File: src/verilog/xc_pkg.sv
// Cross-correlator shared definitions
`default_nettype none

package xc_pkg;

	// **********************************************************
	// Bus and memory widths
	// **********************************************************

	// AXI4-Lite byte address and data width
	localparam int ADDR_W = 12;
	localparam int DATA_W = 32;

	// Result memory has 128 words
	// Words 0 to 31 hold line counts and words 32 to 127 hold pair counts
	localparam int MEM_AW = 7;
	localparam int PAIR_BASE = 32;

	// **********************************************************
	// AXI address map
	// **********************************************************

	localparam logic [ADDR_W-1:0] REG_CTRL = 12'h000;
	localparam logic [ADDR_W-1:0] REG_FRAME_LEN = 12'h004;
	localparam logic [ADDR_W-1:0] REG_FRAMES_DONE = 12'h008;
	localparam logic [ADDR_W-1:0] LINE_BASE_ADDR = 12'h100;
	localparam logic [ADDR_W-1:0] PAIR_BASE_ADDR = 12'h200;

	// Shortest accepted frame, long enough for the 28 pair words to be dumped
	localparam int MIN_FRAME_LEN = 128;

	// **********************************************************
	// Enumerations
	// **********************************************************

	// The values double as bit positions in the arbiter request vector
	typedef enum logic [1:0] {
		REQ_LINES = 2'd0,
		REQ_PAIRS = 2'd1,
		REQ_HOST = 2'd2
	} requester_e;

	typedef enum logic [1:0] {DUMP_IDLE, DUMP_REQ, DUMP_NEXT} dump_state_e;

	typedef enum logic [1:0] {AXI_IDLE, AXI_MEM_WAIT, AXI_RESP} axi_state_e;

	typedef enum logic [1:0] {
		RESP_OKAY = 2'd0,
		RESP_SLVERR = 2'd2
	} resp_e;

endpackage

`default_nettype wire

File: src/verilog/result_bus_if.sv
// Result memory request bus
`timescale 1ns/1ps
`default_nettype none

interface result_bus_if import xc_pkg::*; ();

	// Request side
	// A requester keeps addr, we and wdata stable from req until gnt
	logic req;
	logic we;
	logic [MEM_AW-1:0] addr;
	logic [DATA_W-1:0] wdata;

	// Store side
	// The access takes place on the single gnt cycle
	logic gnt;

	// Read data arrives exactly one cycle after the grant of a read
	logic [DATA_W-1:0] rdata;
	logic rvalid;

	modport requester (
		output req,
		output we,
		output addr,
		output wdata,
		input gnt,
		input rdata,
		input rvalid
	);

	modport store (
		input req,
		input we,
		input addr,
		input wdata,
		output gnt,
		output rdata,
		output rvalid
	);

endinterface

`default_nettype wire

File: src/verilog/coincidence_counter.sv
// Per-pair coincidence counters
`timescale 1ns/1ps
`default_nettype none

module coincidence_counter import xc_pkg::*; #(
	parameter int NUM_LINES = 8,
	parameter int RESOLUTION = 24
) (
	input wire clk,
	input wire rst,
	input wire [NUM_LINES-1:0] lines,
	input wire enable,
	input wire frame_end,
	result_bus_if.requester bus,
	output logic busy
);

	localparam int NUM_PAIRS = NUM_LINES * (NUM_LINES - 1) / 2;
	localparam int IDX_W = (NUM_PAIRS > 1) ? $clog2(NUM_PAIRS) : 1;

	logic [NUM_PAIRS-1:0] hit;
	logic [RESOLUTION-1:0] cnt [NUM_PAIRS];
	logic [RESOLUTION-1:0] cnt_next [NUM_PAIRS];
	logic [RESOLUTION-1:0] snap [NUM_PAIRS];
	dump_state_e state;
	logic [IDX_W-1:0] idx;

	// **********************************************************
	// Pair decode
	// **********************************************************

	// Pairs run in lexicographic order of (i, j) with i below j
	// Row i starts at i*NUM_LINES - i*(i+1)/2
	for (genvar i = 0; i < NUM_LINES; i++) begin : g_row
		for (genvar j = i + 1; j < NUM_LINES; j++) begin : g_col
			assign hit[i * NUM_LINES - i * (i + 1) / 2 + j - i - 1] = lines[i] & lines[j];
		end
	end

	// **********************************************************
	// Saturating pair counters
	// **********************************************************

	always_comb begin
		for (int p = 0; p < NUM_PAIRS; p++) begin
			cnt_next[p] = cnt[p];
			if (hit[p] && (cnt[p] != {RESOLUTION{1'b1}}))
				cnt_next[p] = cnt[p] + 1'b1;
		end
	end

	// Disabling the frame clears all pairs
	always_ff @(posedge clk) begin
		if (rst || !enable || frame_end)
			cnt <= '{default: '0};
		else
			cnt <= cnt_next;
	end

	// Snapshot includes the coincidence seen on the frame_end cycle
	always_ff @(posedge clk) begin
		if (frame_end)
			snap <= cnt_next;
	end

	// **********************************************************
	// Dump to PAIR_BASE plus pair index
	// **********************************************************

	always_ff @(posedge clk) begin
		if (rst) begin
			state <= DUMP_IDLE;
			idx <= '0;
		end else begin
			case (state)
				DUMP_IDLE: begin
					if (frame_end) begin
						idx <= '0;
						state <= DUMP_REQ;
					end
				end
				DUMP_REQ: begin
					if (bus.gnt)
						state <= (idx == IDX_W'(NUM_PAIRS - 1)) ? DUMP_IDLE : DUMP_NEXT;
				end
				DUMP_NEXT: begin
					// One gap cycle per word lets the other requesters in
					idx <= idx + 1'b1;
					state <= DUMP_REQ;
				end
				default: state <= DUMP_IDLE;
			endcase
		end
	end

	assign bus.req = (state == DUMP_REQ);
	assign bus.we = 1'b1;
	assign bus.addr = MEM_AW'(PAIR_BASE) + MEM_AW'(idx);
	assign bus.wdata = DATA_W'(snap[idx]);

	assign busy = (state != DUMP_IDLE);

endmodule

`default_nettype wire

File: src/flat_wrapper.sv
// flat-port wrapper written by rule: the top's interface ports become plain ports
module coincidence_counter_flat import xc_pkg::*;
#(
	parameter int NUM_LINES = 8,
	parameter int RESOLUTION = 24
)
  (clk, rst, lines, enable, frame_end, busy, bus_req, bus_we, bus_addr, bus_wdata, bus_gnt, bus_rdata, bus_rvalid);
  result_bus_if bus_i ();
  input wire clk;
  input wire rst;
  input wire [NUM_LINES-1:0] lines;
  input wire enable;
  input wire frame_end;
  output logic busy;
  output wire logic [$bits(bus_i.req)-1:0] bus_req;
  output wire logic [$bits(bus_i.we)-1:0] bus_we;
  output wire logic [$bits(bus_i.addr)-1:0] bus_addr;
  output wire logic [$bits(bus_i.wdata)-1:0] bus_wdata;
  input wire logic [$bits(bus_i.gnt)-1:0] bus_gnt;
  input wire logic [$bits(bus_i.rdata)-1:0] bus_rdata;
  input wire logic [$bits(bus_i.rvalid)-1:0] bus_rvalid;
  assign bus_req = bus_i.req;
  assign bus_we = bus_i.we;
  assign bus_addr = bus_i.addr;
  assign bus_wdata = bus_i.wdata;
  assign bus_i.gnt = bus_gnt;
  assign bus_i.rdata = bus_rdata;
  assign bus_i.rvalid = bus_rvalid;
  coincidence_counter #(.NUM_LINES(NUM_LINES), .RESOLUTION(RESOLUTION)) u_core (.clk(clk), .rst(rst), .lines(lines), .enable(enable), .frame_end(frame_end), .bus(bus_i), .busy(busy));
endmodule
File: config.mk
export PLATFORM = sky130hd
export DESIGN_NAME = coincidence_counter_flat
export DESIGN_NICKNAME = d
export VERILOG_FILES = /design/src/verilog/xc_pkg.sv /design/src/verilog/result_bus_if.sv /design/src/verilog/coincidence_counter.sv /design/src/flat_wrapper.sv
export SDC_FILE = /design/constraint.sdc
export NUM_CORES = 2
export LEC_CHECK = 0
export BUFFER_PORTS_ARGS = -buffer_cell sky130_fd_sc_hd__buf_2
export CORE_MARGIN = 2
export CORE_UTILIZATION = 63
export CTS_CLUSTER_DIAMETER = 150
export DETAILED_ROUTE_END_ITERATION = 10
export PLACE_DENSITY = 0.77
export SYNTH_ARGS = -nofsm -noshare
export SYNTH_HDL_FRONTEND = slang
export SYNTH_SLANG_ARGS = --single-unit
File: constraint.sdc
create_clock -name clk -period 3.4 [get_ports clk]
set_input_delay 0.68 -clock clk [delete_from_list [all_inputs] [get_ports clk]]
set_output_delay 0.68 -clock clk [all_outputs]
set_load 0.05 [all_outputs]
; Yosys cells after proc, flatten, opt, wreduce, memory -nomap -nowiden
; Index checks and enable logic that the tools add are counted.
[op_classes]
n_reduce_logical = 36
mux = 37
addsub = 30
order_cmp = 1
bitwise = 29
eq_ne = 33
[ops]
columns = cell, count
row1 = 2-to-1 mux 24 bit, 30
row2 = adder 24 x 1 -> 24 bit (second input constant), 28
row3 = inequality test 24 bit (second input constant), 28
row4 = binary-select mux 24 bit (select 5 bit), 1
row5 = bitwise AND 1 bit, 28
row6 = logical AND 1 bit, 28
row7 = one-hot mux 5 bit (2 select lines), 1
row8 = adder 6 x 5 -> 7 bit (first input constant), 1
row9 = >= comparator 6 bit (second input constant), 1
row10 = 2-to-1 mux 2 bit, 3
row11 = NOT 5 -> 6 bit, 1
row12 = one-hot mux 2 bit (3 select lines), 1
row13 = adder 5 x 1 -> 5 bit (second input constant), 1
row14 = equality test 5 bit (second input constant), 1
row15 = 2-to-1 mux 5 bit, 1
row16 = AND reduction 2 bit, 2
row17 = nonzero test 2 bit, 2
row18 = equality test 2 x 1 -> 1 bit (second input constant), 1
row19 = equality test 2 bit (second input constant), 1
row20 = logical NOT 2 bit, 1
row21 = logical OR 1 bit, 2
row22 = inequality test 2 x 1 -> 1 bit (second input constant), 1
row23 = inequality test 2 bit (second input constant), 1
row24 = logical NOT 1 bit, 1
[totals]
inputBits = 46
wordCells = 224
register_bits = 1351

; Logic depth before layout (Yosys ltp)
[depth]
depth_word = 4
ltp_mapped = 8
ltp_nobuf = 6

; Least setup slack after synthesis
; No wires, ideal clock.
[synth_timing]
kind = register to output
startpoint = register u_core.idx[0]
endpoint = output port bus_wdata[10]
slack_ps = 147
t_required_ps = 2720
path_stages_with_launch = 8
arrival_ps = 2573
path_buffers = 3
path_cell_list = dfxtp_1 clkbuf_1 clkbuf_1 buf_2 mux4_2 mux2i_1 o22ai_1 a21o_1
[synth_between]
elab_chain_len = 4
[synth_rtl]
columns = item, line_no
row1 = start: declaration, coincidence_counter.sv:26  ; logic [IDX_W-1:0] idx;
row2 = start signal: assignment, coincidence_counter.sv:88  ; idx <= idx + 1'b1;
row3 = NOT 5 -> 6 bit (implied by the code), coincidence_counter.sv:99  ; assign bus.wdata = DATA_W'(snap[idx]);
row4 = binary-select mux 24 bit (select 5 bit), coincidence_counter.sv:99
row5 = 2-to-1 mux 24 bit (implied by the code) (2 in a row), coincidence_counter.sv:99
row6 = end: declaration, flat_wrapper.sv:18  ; output wire logic [$bits(bus_i.wdata)-1:0] bus_wdata;
; No other way between the ends. The select of a mux whose other input is x is not followed.

; Worst setup path after layout
[layout_timing]
startpoint = register u_core.idx[0]
endpoint = output port bus_wdata[14]
; The elaborated chain is that of the path after synthesis.

==> out/summary.log <==
[status] run status finished with violations
[status] violated checks negative setup slack
[place] number of placed instances, taps included 6709
[critical_path] WS Path Type reg2out
[power_and_ir_drop] leakage dissipation 0.0262 uW
[synth] number of enable-type register cells in the synthesized netlist 672
[global_route] pin count of the biggest net entering global routing 142
[clocking] source-to-sink clock delay at the later pin of the worst-skew pair 0.78 ns
[clocking] clock buffers created by TritonCTS 140
[final_layout] area of combinational cells with multiple inputs 28200 um2
[routing] detailed-routing iteration count for the pre-antenna-repair pass 8
[final_layout] ratio of cells with drive above 1 in the final layout 12.9%
[global_route] overall routing resource usage 31.4%
[clocking] H-Tree Level Count 4
[critical_path] FF-to-FF Start u_core.cnt[648]$_SDFF_PP0_
[global_route] number of antenna violations at the first check in global routing 2
[final_layout] area growth from synthesis to final layout 12.5%
[critical_path] largest fanout of any net on the critical path 6
[routing] overall via count from detail_route 44700
[hold_path] origin of the worst min-delay path bus_gnt
[floorplan] effective utilization at floorplan 63.7%
[synth] most used flip-flop cell after synthesis dfxtp_1
[sta] Slew Viols, Final 0
[place] Port-buffer cells 43
[routing] vias per cell 6.39
[sta] final worst path period share 112%
[synth] Synth warnings 0
[critical_path] flop-to-flop setup slack 0.82 ns
[place] Placement Setup Slack 0.218 ns
[clocking] clock tree buffer depth 3
[sta] Max Freq 262 MHz
[clocking] TritonCTS clock tree done
[synth] average size of a mapped cell 11.5 um2
[clocking] number of buffers inserted by hold repair at cts 0
[critical_path] Critical Path Slowest Stage Cell mux4_2
[final_layout] flip-flop and latch area 33800 um2
[place] GP Congestion 0.955
[synth] Synth cell types 86
[critical_path] critical register-to-register path endpoint u_core.cnt[670]$_SDFF_PP0_
[critical_path] worst r2r path cells 6
[critical_path] CP required 2.72 ns
[floorplan] core area 98600 um2
[power_and_ir_drop] power per cell area 487 nW/um2
[place] Placement Cell Area 65100 um2
[clocking] Sink Count 1351
[sta] final critical path time including I/O delays and setup 3.81 ns
[sta] slew of the pin with the lowest slew margin 0.971 ns
[critical_path] Worst Setup Start Kind flop
[hold_path] worst min path class in2reg
[synth] most frequent cell after synthesis dfxtp_1
[synth] Post-Synthesis Cells 5479
[global_route] GRT Residual Overflow 0
[synth] share of the yosys chip area belonging to registers 53.8%
[routing] final routed wire length divided by cell count 23.2 um
[final_layout] Design Area, Final 70700 um2
[synth] Synth area leaders edfxtp_1, dfxtp_1, mux4_2, and2_1, xor2_1
[place] post-detailed-placement half-perimeter wirelength 112 mm
[routing] Detail Route Antenna Nets 0
[sta] Setup Skew 0.0244 ns
[synth] share of synthesized registers carrying an async set or reset 0%
[synth] most area-hungry cell type in the Yosys netlist edfxtp_1
[critical_path] capturing element type of the critical path output pin
[routing] Post-route DRC 0
[sta] RSZ-0062 raised after global routing yes
[sta] final setup fails 24
[routing] initial detailed-routing violation count 4851
[final_layout] final instance count without filler cells 6987
[synth] summed instance area of the synthesized netlist 62800 um2
[floorplan] row count 115
[clocking] Root Buffer Master clkbuf_16
[synth] list of most frequent post-synthesis cells dfxtp_1, edfxtp_1, nand2_1, and2_1, xor2_1
[synth] Yosys reg bits 1351
[floorplan] top-level I/O count 88
[critical_path] CP arrival 3.13 ns
[critical_path] maximum single-stage delay on the critical path 0.57 ns
[sta] Relative slew margins 34.7%
[final_layout] Fillers 6657
[hold_path] Hold Path Depth 3
[clocking] Clock Pin Slew Worst Setup and Hold Paths 0.06 ns
[sta] Hold Fails Final Rpt 0
[global_route] number of global-route vias before repair 42500
[critical_path] buffers plus inverters on the worst setup path 5
[synth] fraction of synthesized cell area taken by the top area cell type 32.1%
[sta] PnR worst setup slack -0.415 ns
[final_layout] # nets final 5661
[power_and_ir_drop] VDD IR-drop max 0.000458 V
[flow_run] maximum capacitance violations 0
[routing] wire length after detailed routing 162 mm
[critical_path] ordered list of cells on the worst path buf_12 > buf_12 > buf_16 > mux4_2 > mux2i_1 > o22ai_1 > buf_4 > a21o_1 > buf_6
[floorplan] floorplan die width 320 um
[floorplan] DIE AREA 102000 um2
[critical_path] Top delay family on crit path buffers and inverters
[hold_path] hold-critical path endpoint u_core.state[0]$_SDFFE_PP0P_
[floorplan] die height 320 um
[critical_path] most frequent CP cell buf_12
[global_route] first-pass GRT wire length 245 mm
## routing by layer
layer / routed length, um / vias up / track usage, %
met1: 64400 / 21800 / 41.1
met4: 9010 / 4 / 17.0
li1: - / 20600 / -
met5: 286 / - / 0
met3: 13700 / 413 / 6.91
met2: 74500 / 1901 / 48.9
## cell type report
type,count,share of cell area [%]
timing repair buffer,204,3.12
clock buffer,191,5.65
antenna,1,0.00354
tap,1287,2.28
multi-input combinational,3830,39.9
sequential,1351,47.8
clock inverter,64,0.910
inverter,59,0.313
## power by group
group | leakage, uW | switching (uW) | internal [uW]
Clock | 0.00225 | 6400 | 9090
Sequential | 0.0120 | 226 | 17400
Combinational | 0.0119 | 835 | 441
Total | 0.0262 | 7460 | 27000
## through the flow
stage	utilization [%]	hold slack [ns]	setup TNS [ns]	total power, uW
after detailed placement	66.0	0.483	0	19200
after floorplan	-	0.457	0	18500
after global routing	71.7	0.240	-7.75	35300
after CTS	71.4	0.194	-7.79	34600
after global placement	66.0	0.470	0	19100
final	71.7	0.221	-7.10	34400
## flip-flops by register name (all words and copies together) (netlist names)
register      flops
u_core.cnt      672
u_core.state      2
u_core.idx        5
u_core.snap     672
## cells in the final DEF (no fill, tap or decap), drive strengths merged, types with 60 or more instances in the layout
cell      n
nand2b  130
nand2   501
and2    500
or3      60
dfxtp   679
nor4     96
a211oi   73
nor2    128
buf     200
clkbuf  194
mux2i   206
and4     96
xnor2   213
and3    108
mux4    168
xor2    335
nand4   230
edfxtp  672
a21oi   145
nor3    119
o21ai   102
nand3   230
inv      66
## worst register-to-register path, stage by stage, from the launching register on
cell and delay [ns]:
dfxtp_1 0.40, ha_1 0.22, nand4_1 0.49, or4_1 0.71
nor4_1 0.35, xor2_1 0.21, and2_1 0.15
## cell families (layout without fill, tap and decap cells)
| family | Yosys count | after routing | share of synthesized area [%] |
|---|---|---|---|
| compound gates | 537 | 537 | 5.62 |
| xor+xnor | 548 | 548 | 7.65 |
| mux | 407 | 407 | 9.90 |
| other cells | 2 | 12 | 0.0120 |
| buf+inv | 307 | 518 | 1.97 |
| simple gates | 2298 | 2298 | 20.5 |
| flops | 1351 | 1351 | 53.8 |
| fa+ha+maj | 29 | 29 | 0.578 |
## how the worst max path moves through the flow
| stage | startpoint | end | depth (start not counted) |
|---|---|---|---|
| floorplan | u_core.idx[0]$_SDFFE_PP0P_ | bus_wdata[10] | 7 |
| finish | u_core.idx[0]$_SDFFE_PP0P_ | bus_wdata[14] | 9 |
| global placement | u_core.idx[0]$_SDFFE_PP0P_ | bus_wdata[7] | 6 |
| global route | u_core.idx[0]$_SDFFE_PP0P_ | bus_wdata[14] | 9 |
| CTS | u_core.idx[0]$_SDFFE_PP0P_ | bus_wdata[19] | 10 |
| detailed placement | u_core.idx[0]$_SDFFE_PP0P_ | bus_wdata[12] | 6 |
## what timing repair did
| action | 4_1_cts | 5_1_grt |
|---|---|---|
| pin swaps | 4 | 6 |
| hold endpoints to repair | 0 | 0 |
| resized for setup | 113 | 48 |
| setup buffers | 9 | 6 |
| endpoints found under the setup margin | 24 | 24 |
| gates cloned | 6 | 3 |
Note: power is estimated with default switching activity, not from simulation.
