<file path="src/verilog/xc_pkg.sv">
// Cross-correlator shared definitions
`default_nettype none

package xc_pkg;

	// **********************************************************
	// Bus and memory widths
	// **********************************************************

	// AXI4-Lite byte address and data width
	localparam int ADDR_W = 12;
	localparam int DATA_W = 32;

	// Result memory has 128 words
	// Words 0 to 31 hold line counts and words 32 to 127 hold pair counts
	localparam int MEM_AW = 7;
	localparam int PAIR_BASE = 32;

	// **********************************************************
	// AXI address map
	// **********************************************************

	localparam logic [ADDR_W-1:0] REG_CTRL = 12'h000;
	localparam logic [ADDR_W-1:0] REG_FRAME_LEN = 12'h004;
	localparam logic [ADDR_W-1:0] REG_FRAMES_DONE = 12'h008;
	localparam logic [ADDR_W-1:0] LINE_BASE_ADDR = 12'h100;
	localparam logic [ADDR_W-1:0] PAIR_BASE_ADDR = 12'h200;

	// Shortest accepted frame, long enough for the 28 pair words to be dumped
	localparam int MIN_FRAME_LEN = 128;

	// **********************************************************
	// Enumerations
	// **********************************************************

	// The values double as bit positions in the arbiter request vector
	typedef enum logic [1:0] {
		REQ_LINES = 2'd0,
		REQ_PAIRS = 2'd1,
		REQ_HOST = 2'd2
	} requester_e;

	typedef enum logic [1:0] {DUMP_IDLE, DUMP_REQ, DUMP_NEXT} dump_state_e;

	typedef enum logic [1:0] {AXI_IDLE, AXI_MEM_WAIT, AXI_RESP} axi_state_e;

	typedef enum logic [1:0] {
		RESP_OKAY = 2'd0,
		RESP_SLVERR = 2'd2
	} resp_e;

endpackage

`default_nettype wire

</file>
<file path="src/verilog/result_bus_if.sv">
// Result memory request bus
`timescale 1ns/1ps
`default_nettype none

interface result_bus_if import xc_pkg::*; ();

	// Request side
	// A requester keeps addr, we and wdata stable from req until gnt
	logic req;
	logic we;
	logic [MEM_AW-1:0] addr;
	logic [DATA_W-1:0] wdata;

	// Store side
	// The access takes place on the single gnt cycle
	logic gnt;

	// Read data arrives exactly one cycle after the grant of a read
	logic [DATA_W-1:0] rdata;
	logic rvalid;

	modport requester (
		output req,
		output we,
		output addr,
		output wdata,
		input gnt,
		input rdata,
		input rvalid
	);

	modport store (
		input req,
		input we,
		input addr,
		input wdata,
		output gnt,
		output rdata,
		output rvalid
	);

endinterface

`default_nettype wire

</file>
<file path="src/verilog/xc_control.sv">
// AXI4-Lite control slave and frame timer
`timescale 1ns/1ps
`default_nettype none

module xc_control import xc_pkg::*; #(
	parameter int NUM_LINES = 8
) (
	input wire clk,
	input wire rst,
	input wire [ADDR_W-1:0] s_awaddr,
	input wire s_awvalid,
	output logic s_awready,
	input wire [DATA_W-1:0] s_wdata,
	input wire [DATA_W/8-1:0] s_wstrb,
	input wire s_wvalid,
	output logic s_wready,
	output resp_e s_bresp,
	output logic s_bvalid,
	input wire s_bready,
	input wire [ADDR_W-1:0] s_araddr,
	input wire s_arvalid,
	output logic s_arready,
	output logic [DATA_W-1:0] s_rdata,
	output resp_e s_rresp,
	output logic s_rvalid,
	input wire s_rready,
	result_bus_if.requester host_bus,
	output logic frame_end,
	output logic enable,
	input wire line_busy,
	input wire pair_busy
);

	localparam int NUM_PAIRS = NUM_LINES * (NUM_LINES - 1) / 2;
	localparam logic [ADDR_W-1:0] LINE_END = LINE_BASE_ADDR + ADDR_W'(4 * NUM_LINES);
	localparam logic [ADDR_W-1:0] PAIR_END = PAIR_BASE_ADDR + ADDR_W'(4 * NUM_PAIRS);

	axi_state_e state;
	logic wr_fire;
	logic rd_fire;
	logic wr_ok;
	logic rd_is_line;
	logic rd_is_pair;
	logic [ADDR_W-1:0] rd_off;
	logic [DATA_W-1:0] wr_frame_len;
	logic [DATA_W-1:0] frame_len_q;
	logic [DATA_W-1:0] frames_done_q;
	logic [DATA_W-1:0] timer_q;
	logic done_pending;
	logic host_req_q;
	logic [MEM_AW-1:0] host_addr_q;

	// Byte lanes with a strobe take the new data
	function automatic logic [DATA_W-1:0] merge_bytes(input logic [DATA_W-1:0] old_val,
			input logic [DATA_W-1:0] new_val, input logic [DATA_W/8-1:0] strb);
		logic [DATA_W-1:0] res;
		res = old_val;
		for (int b = 0; b < DATA_W / 8; b++) begin
			if (strb[b])
				res[8*b +: 8] = new_val[8*b +: 8];
		end
		return res;
	endfunction

	// **********************************************************
	// AXI handshakes and decode
	// **********************************************************

	// AW and W go together, and a write wins over a read
	assign wr_fire = (state == AXI_IDLE) && s_awvalid && s_wvalid;
	assign rd_fire = (state == AXI_IDLE) && !wr_fire && s_arvalid;
	assign s_awready = wr_fire;
	assign s_wready = wr_fire;
	assign s_arready = rd_fire;

	// Only CTRL and FRAME_LEN are writable
	assign wr_ok = (s_awaddr == REG_CTRL) || (s_awaddr == REG_FRAME_LEN);

	assign rd_is_line = (s_araddr >= LINE_BASE_ADDR) && (s_araddr < LINE_END);
	assign rd_is_pair = (s_araddr >= PAIR_BASE_ADDR) && (s_araddr < PAIR_END);
	assign rd_off = s_araddr - (rd_is_line ? LINE_BASE_ADDR : PAIR_BASE_ADDR);

	// Short frames are raised to the minimum
	always_comb begin
		wr_frame_len = merge_bytes(frame_len_q, s_wdata, s_wstrb);
		if (wr_frame_len < DATA_W'(MIN_FRAME_LEN))
			wr_frame_len = DATA_W'(MIN_FRAME_LEN);
	end

	always_ff @(posedge clk) begin
		if (rst) begin
			state <= AXI_IDLE;
			s_bvalid <= 1'b0;
			s_rvalid <= 1'b0;
			host_req_q <= 1'b0;
			enable <= 1'b0;
			frame_len_q <= DATA_W'(MIN_FRAME_LEN);
		end else begin
			case (state)
				AXI_IDLE: begin
					if (wr_fire) begin
						s_bvalid <= 1'b1;
						state <= AXI_RESP;
						if ((s_awaddr == REG_CTRL) && s_wstrb[0])
							enable <= s_wdata[0];
						else if (s_awaddr == REG_FRAME_LEN)
							frame_len_q <= wr_frame_len;
					end else if (rd_fire) begin
						if (rd_is_line || rd_is_pair) begin
							host_req_q <= 1'b1;
							state <= AXI_MEM_WAIT;
						end else begin
							s_rvalid <= 1'b1;
							state <= AXI_RESP;
						end
					end
				end
				AXI_MEM_WAIT: begin
					if (host_bus.gnt)
						host_req_q <= 1'b0;
					if (host_bus.rvalid) begin
						s_rvalid <= 1'b1;
						state <= AXI_RESP;
					end
				end
				AXI_RESP: begin
					// A held response keeps the channel closed
					if (s_bvalid && s_bready) begin
						s_bvalid <= 1'b0;
						state <= AXI_IDLE;
					end
					if (s_rvalid && s_rready) begin
						s_rvalid <= 1'b0;
						state <= AXI_IDLE;
					end
				end
				default: state <= AXI_IDLE;
			endcase
		end
	end

	// Response payload
	always_ff @(posedge clk) begin
		if (wr_fire)
			s_bresp <= wr_ok ? RESP_OKAY : RESP_SLVERR;
		if (rd_fire) begin
			host_addr_q <= rd_is_line ? MEM_AW'(rd_off[ADDR_W-1:2])
				: MEM_AW'(PAIR_BASE) + MEM_AW'(rd_off[ADDR_W-1:2]);
			s_rresp <= RESP_OKAY;
			case (s_araddr)
				REG_CTRL: s_rdata <= DATA_W'(enable);
				REG_FRAME_LEN: s_rdata <= frame_len_q;
				REG_FRAMES_DONE: s_rdata <= frames_done_q;
				default: begin
					s_rdata <= '0;
					if (!rd_is_line && !rd_is_pair)
						s_rresp <= RESP_SLVERR;
				end
			endcase
		end
		if ((state == AXI_MEM_WAIT) && host_bus.rvalid)
			s_rdata <= host_bus.rdata;
	end

	// The host only ever reads results
	assign host_bus.req = host_req_q;
	assign host_bus.we = 1'b0;
	assign host_bus.addr = host_addr_q;
	assign host_bus.wdata = '0;

	// **********************************************************
	// Frame timer and frame count
	// **********************************************************

	// The comparison also ends a frame that FRAME_LEN shortened mid-way
	assign frame_end = enable && (timer_q >= frame_len_q - 1'b1);

	always_ff @(posedge clk) begin
		if (rst || !enable) begin
			timer_q <= '0;
			done_pending <= 1'b0;
		end else begin
			timer_q <= frame_end ? '0 : timer_q + 1'b1;
			if (frame_end)
				done_pending <= 1'b1;
			else if (!line_busy && !pair_busy)
				done_pending <= 1'b0;
		end
	end

	// A frame is done once both dumps have drained
	always_ff @(posedge clk) begin
		if (rst)
			frames_done_q <= '0;
		else if (enable && done_pending && !frame_end && !line_busy && !pair_busy)
			frames_done_q <= frames_done_q + 1'b1;
	end

endmodule

`default_nettype wire

</file>
<file path="src/flat_wrapper.sv">
// flat-port wrapper written by rule: the top's interface ports become plain ports
module xc_control_flat import xc_pkg::*;
#(
	parameter int NUM_LINES = 8
)
  (clk, rst, s_awaddr, s_awvalid, s_awready, s_wdata, s_wstrb, s_wvalid, s_wready, s_bresp, s_bvalid, s_bready, s_araddr, s_arvalid, s_arready, s_rdata, s_rresp, s_rvalid, s_rready, frame_end, enable, line_busy, pair_busy, host_bus_req, host_bus_we, host_bus_addr, host_bus_wdata, host_bus_gnt, host_bus_rdata, host_bus_rvalid);
  result_bus_if host_bus_i ();
  input wire clk;
  input wire rst;
  input wire [ADDR_W-1:0] s_awaddr;
  input wire s_awvalid;
  output logic s_awready;
  input wire [DATA_W-1:0] s_wdata;
  input wire [DATA_W/8-1:0] s_wstrb;
  input wire s_wvalid;
  output logic s_wready;
  output resp_e s_bresp;
  output logic s_bvalid;
  input wire s_bready;
  input wire [ADDR_W-1:0] s_araddr;
  input wire s_arvalid;
  output logic s_arready;
  output logic [DATA_W-1:0] s_rdata;
  output resp_e s_rresp;
  output logic s_rvalid;
  input wire s_rready;
  output logic frame_end;
  output logic enable;
  input wire line_busy;
  input wire pair_busy;
  output wire logic [$bits(host_bus_i.req)-1:0] host_bus_req;
  output wire logic [$bits(host_bus_i.we)-1:0] host_bus_we;
  output wire logic [$bits(host_bus_i.addr)-1:0] host_bus_addr;
  output wire logic [$bits(host_bus_i.wdata)-1:0] host_bus_wdata;
  input wire logic [$bits(host_bus_i.gnt)-1:0] host_bus_gnt;
  input wire logic [$bits(host_bus_i.rdata)-1:0] host_bus_rdata;
  input wire logic [$bits(host_bus_i.rvalid)-1:0] host_bus_rvalid;
  assign host_bus_req = host_bus_i.req;
  assign host_bus_we = host_bus_i.we;
  assign host_bus_addr = host_bus_i.addr;
  assign host_bus_wdata = host_bus_i.wdata;
  assign host_bus_i.gnt = host_bus_gnt;
  assign host_bus_i.rdata = host_bus_rdata;
  assign host_bus_i.rvalid = host_bus_rvalid;
  xc_control #(.NUM_LINES(NUM_LINES)) u_core (.clk(clk), .rst(rst), .s_awaddr(s_awaddr), .s_awvalid(s_awvalid), .s_awready(s_awready), .s_wdata(s_wdata), .s_wstrb(s_wstrb), .s_wvalid(s_wvalid), .s_wready(s_wready), .s_bresp(s_bresp), .s_bvalid(s_bvalid), .s_bready(s_bready), .s_araddr(s_araddr), .s_arvalid(s_arvalid), .s_arready(s_arready), .s_rdata(s_rdata), .s_rresp(s_rresp), .s_rvalid(s_rvalid), .s_rready(s_rready), .host_bus(host_bus_i), .frame_end(frame_end), .enable(enable), .line_busy(line_busy), .pair_busy(pair_busy));
endmodule
</file>
<file path="config.mk">
export PLATFORM = sky130hd
export DESIGN_NAME = xc_control_flat
export DESIGN_NICKNAME = d
export VERILOG_FILES = /design/src/verilog/xc_pkg.sv /design/src/verilog/result_bus_if.sv /design/src/verilog/xc_control.sv /design/src/flat_wrapper.sv
export SDC_FILE = /design/constraint.sdc
export NUM_CORES = 1
export LEC_CHECK = 0
export BUFFER_PORTS_ARGS = -buffer_cell sky130_fd_sc_hd__buf_2
export CORE_ASPECT_RATIO = 1.5
export CORE_UTILIZATION = 50
export DETAILED_ROUTE_END_ITERATION = 8
export GPL_TIMING_DRIVEN = 0
export PLACE_DENSITY = 0.77
export SYNTH_ARGS = -nofsm -noshare
export SYNTH_HDL_FRONTEND = slang
export SYNTH_SLANG_ARGS = --single-unit
</file>
<file path="constraint.sdc">
create_clock -name clk -period 4.05 [get_ports clk]
set_clock_uncertainty 0.05 [all_clocks]
set_input_delay 0.405 -clock clk [delete_from_list [all_inputs] [get_ports clk]]
set_output_delay 0.405 -clock clk [all_outputs]
set_load 0.01 [all_outputs]
</file>
# [Word-level counts from Yosys, hierarchy flattened]
# Index checks and enable logic that the tools add are counted.
[op_classes] n_addsub=5 reduce_logical=43 magnitude_cmp=6 bitwise=1 muxes=35 eq_ne=16
[ops] operator="32-bit 2-to-1 mux" count=3
[ops] operator="32-bit case mux with 3 select lines" count=1
[ops] operator="32-bit by 1-bit adder with 32-bit output (second input constant)" count=2
[ops] operator="32-bit >= comparator" count=1
[ops] operator="32-bit by 8-bit < comparator with 1-bit output (second input constant)" count=1
[ops] operator="8-bit 2-to-1 mux" count=4
[ops] operator="32-bit by 1-bit subtractor with 32-bit output (second input constant)" count=1
[ops] operator="12-bit by 3-bit equality test with 1-bit output (second input constant)" count=2
[ops] operator="12-bit zero test" count=2
[ops] operator="1-bit logical AND" count=17
[ops] operator="2-bit 2-to-1 mux" count=8
[ops] operator="1-bit 2-to-1 mux" count=13
[ops] operator="12-bit by 4-bit equality test with 1-bit output (second input constant)" count=1
[ops] operator="12-bit by 10-bit >= comparator with 1-bit output (second input constant)" count=1
[ops] operator="12-bit by 9-bit >= comparator with 1-bit output (second input constant)" count=1
[ops] operator="12-bit by 10-bit < comparator with 1-bit output (second input constant)" count=1
[ops] operator="12-bit by 9-bit < comparator with 1-bit output (second input constant)" count=1
[ops] operator="2-bit != test (second input constant)" count=6
[ops] operator="9-bit 2-to-1 mux" count=1
[ops] operator="3-bit AND reduction" count=3
[ops] operator="9-bit subtractor" count=1
[ops] operator="2-bit nonzero test" count=4
[ops] operator="6-bit by 7-bit adder with 7-bit output (first input constant)" count=1
[ops] operator="1-bit zero test" count=7
[ops] operator="18 further kinds" count=23
[word_totals] regBits=146 word_cells=119 output_inout_bits=84

# [Longest topological paths before layout]
[logic_depth] word_depth=9 depth_mapped=16 mapped_depth_nobuf=14

# [Worst setup path before layout]
# OpenSTA, ideal clock, no wires.
[synth_path] path_kind="register to register" from="register u_core.frame_len_q[14]" to="register u_core.frames_done_q[18]" path_stages_with_launch=15 n_path_buf=2 slack_ns=-0.018 t_arrival_ns=3.897 cell_sequence="dfxtp_1 clkbuf_1 or4_1 nor4_2 nand2_1 nor3_1 xnor2_1 ha_1 a21o_1 a21o_1 a21o_1 or3_1 buf_2 nor4_1 mux2_2"
[synth_via] elab_chain_len=7
[synth_rtl] element="start: declaration" line_no="xc_control.sv:46" text="logic [DATA_W-1:0] frame_len_q;"
[synth_rtl] element="start signal: assignment" line_no="xc_control.sv:97" text="frame_len_q <= DATA_W'(MIN_FRAME_LEN);"
[synth_rtl] element="start signal: assignment" line_no="xc_control.sv:107" text="frame_len_q <= wr_frame_len;"
[synth_rtl] element="32-bit by 1-bit subtractor with 32-bit output" line_no="xc_control.sv:176" text="assign frame_end = enable && (timer_q >= frame_len_q - 1'b1);"
[synth_rtl] element="32-bit >= comparator" line_no="xc_control.sv:176"
[synth_rtl] element="1-bit logical AND" line_no="xc_control.sv:176"
[synth_rtl] element="1-bit zero test" line_no="xc_control.sv:195" text="else if (enable && done_pending && !frame_end && !line_busy && !pair_busy)"
[synth_rtl] element="1-bit logical AND (3 in a row)" line_no="xc_control.sv:195"
[synth_rtl] element="end signal: assignment" line_no="xc_control.sv:196" text="frames_done_q <= frames_done_q + 1'b1;"
[synth_rtl] element="end: declaration" line_no="xc_control.sv:47" text="logic [DATA_W-1:0] frames_done_q;"
# No other way between the ends.
# A chain may end at the register's enable or synchronous reset.

# [Worst setup path after layout]
[layout_path] from="register u_core.frame_len_q[6]" to="output frame_end"
[layout_via] elab_chain_len=3
[layout_rtl] element="32-bit by 1-bit subtractor with 32-bit output" line_no="xc_control.sv:176"
[layout_rtl] element="32-bit >= comparator" line_no="xc_control.sv:176"
[layout_rtl] element="1-bit logical AND" line_no="xc_control.sv:176"
[layout_rtl] element="end: declaration" line_no="flat_wrapper.sv:27" text="output logic frame_end;"
# No other way between the ends.

==> reports/metrics.yaml <==
min_to: "u_core.host_bus.addr[3]$_DFFE_PP_"
io_pins: 187
fin_nets: 1353
crit_arrival_ns: 4.02
netlist.area_leader.share_pct: 24.5
path_class: "register to output pin"
post_synth.cell_area_avg_sq_um: 8.63
grt_use_total_pct: 30.8
cts_buffer_depth: 2
end_kind: "output pin"
min_from: "s_araddr[5]"
antenna_left: 0
synth-edff-count: 41
wl_microns: 27900
yosysUniqueCellTypes: 66
power_density_nw_per_um2: 303
grt_overflow: 0
synthesis.area_sq_um: 8420
dieHeight_microns: 161
io_buffer_count: 150
synth_most_common_cell: "dfxtp_1"
cts_hold_buffers: 0
max_cap_violations: 0
hold_viol: 0
root_buffer: "clkbuf_16"
vias: 8702
ys_async_sr_fraction_pct: 0
core_region_area_sq_um: 16300
final_core_util_pct: 67.4
hold_depth: 1
cts_buffers: 17
worstPathMaxFanout: 5
dp_slack_ns: -0.997
reg2reg_from: "u_core.frame_len_q[6]$_SDFFE_PP0P_"
status: "finished, violations left"
rr_worst_depth: 16
viasPerCell: 6.07
fmax_mhz: 223
clk-insertion-delay-late_ns: 0.44
syn2layout_area_growth_pct: 30.8
hpwl_microns: 19400
period_share_pct: 111
synthTopCellsByCount: "dfxtp_1, nand2_1, nor2_1"
ys.warnings.count: 0
cts_sinks: 144
grt_pass1_vias: 8005
r2r_slack_ns: -0.13
p_leak_nw: 4.20
dieArea_sq_um: 17400
drt_pass1_iterations: 6
htree_levels: 4
slew_headroom_pct: 33.7
grt_max_degree: 33
clk_pin_slew_worst_paths_ns: 0.06
initial_core_util_pct: 51.5
grt_pass1_wl_microns: 40800
die_w_microns: 108
rsz0062_at_grt: "yes"
start_kind: "register"
synthTopCellsByArea: "dfxtp_1, edfxtp_1, ha_1"
cp.required_ns: 3.60
synth-main-ff-cell: "dfxtp_1"
finalWeightedCongestion: 0.954
hold_path.class: "input pin to register"
drc: 0
wl_per_cell_microns: 19.4
setup_viol: 40
vdd_drop_max_uv: 218
worst_slack_ns: -0.428
whs_ns: 0.125
ys_seq_area_share_pct: 39.1
antenna_found_initial: 0
drive_gt1_share_pct: 30.0
synth_seq_cells: 144
r2r_end: "u_core.frames_done_q[28]$_SDFFE_PP0P_"
drt-initial-drc-count: 646
fin_crit_ns: 4.48
synth_largest_area_cell: "dfxtp_1"
diodes: 0
synth_cells: 975
violations: "negative setup slack"
num_rows: 57
fillers: 1302
worst_slew_pin_slew_ns: 0.986
power_mw: 3.34
slew_violations: 0
cts_tree: "built"
per-stage QoR:
stage,cells,TNS (ns),cell area [sq um]
final,1434,-2.10,11000
after detailed placement,1365,-51.30,9560
after CTS,1421,-0.251,10500
after floorplan,1009,0,8550
after global routing,1434,-8.61,11000
after global placement,1365,-49.92,9560
placed cells by master (no fill, tap or decap), types with 8 or more instances in the layout:
cell	instances
nand4_1	27
buf_4	72
or4_4	10
dfxtp_1	94
and3_1	11
nand2_1	93
nor3_1	23
xor2_1	25
nand3_1	36
mux2_2	10
xnor2_1	33
ha_1	34
and4_1	8
or4_1	13
edfxtp_1	41
nor4_1	14
a21oi_2	9
clkbuf_16	18
a21oi_1	67
o31ai_1	8
buf_2	157
clkbuf_1	23
nor2_1	78
o21ai_0	58
a22oi_1	32
inv_1	20
conb_1	35
o31ai_4	9
nor2b_1	15
nor4_4	11
worst max-delay path by stage:
stage                                              startpoint                                    end  slack, ns  cells after the start
after detailed placement   u_core.frame_len_q[6]$_SDFFE_PP0P_   u_core.frames_done_q[5]$_SDFFE_PP0P_       -1.0                     14
after floorplan           u_core.frame_len_q[14]$_SDFFE_PP0P_  u_core.frames_done_q[18]$_SDFFE_PP0P_       0.04                     14
after global routing      u_core.frame_len_q[13]$_SDFFE_PP0P_                              frame_end      -0.54                     16
after global placement     u_core.frame_len_q[2]$_SDFFE_PP0P_   u_core.frames_done_q[1]$_SDFFE_PP0P_      -0.97                     14
after CTS                  u_core.frame_len_q[0]$_SDFFE_PP0P_                              frame_end      -0.25                     16
final                      u_core.frame_len_q[6]$_SDFFE_PP0P_                              frame_end      -0.43                     16
where the power goes:
part           switching, mW  total [mW]  internal, mW
registers             0.0114        1.52          1.51
logic                  0.141       0.238        0.0973
clock network          0.670        1.58         0.913
logic make-up (layout without fill, tap and decap cells):
kind of cell	Yosys count	in the layout	share of synthesized area, %
fa+ha+maj	35	35	5.20
xor+xnor	59	59	6.14
other cells	1	35	0.0445
flops	144	144	39.1
simple gates	390	390	24.4
buf+inv	101	320	6.29
mux	16	16	2.10
compound gates	229	229	16.7
layout make-up:
type,count,area [sq um],area share [%]
well taps,206,258,2.34
inverters,20,75.1,0.682
plain buffers,79,527,4.78
repair buffers,189,1070,9.70
clock inverters,15,160,1.45
multi-input cells,764,5180,47.1
clock buffers,17,425,3.86
flip-flops and latches,144,3310,30.1
registers in the layout, indices dropped and copies added (netlist names):
signal and count:
u_core.host_bus.addr 7, u_core.s_rresp 1, u_core.done_pending 1, u_core.host_bus.req 1
u_core.frames_done_q 32, u_core.frame_len_q 32, u_core.s_bresp 1, u_core.s_rdata 32
u_core.enable 1, u_core.timer_q 32, u_core.s_rvalid 1, u_core.s_bvalid 1
u_core.state 2
what timing repair did:
item / CTS / global route
gates cloned: 0 / 1
setup endpoints to repair: 66 / 62
buffers inserted: 25 / 13
pin swaps: 17 / 33
gates resized for setup: 36 / 103
critical path, cell delays in order, from the launching register on:
cell	delay, ns
dfxtp_4	0.37
nor4_4	0.34
buf_4	0.17
nand4_1	0.09
buf_4	0.18
buf_4	0.14
nor2_1	0.12
xnor2_1	0.09
ha_1	0.32
nand4_1	0.17
or4_4	0.59
nor4_4	0.24
o31a_1	0.33
buf_6	0.16
nor2_4	0.04
nor2b_1	0.08
buf_2	0.14
per-layer routing:
metal	GRT usage [%]	up-vias	wire length [microns]
met1	34.9	4085	9910
met5	0	-	0
met4	18.4	0	1770
met2	53.3	471	14100
met3	5.32	144	2120
li1	-	4002	-
Power figures use the tool's default switching activity.
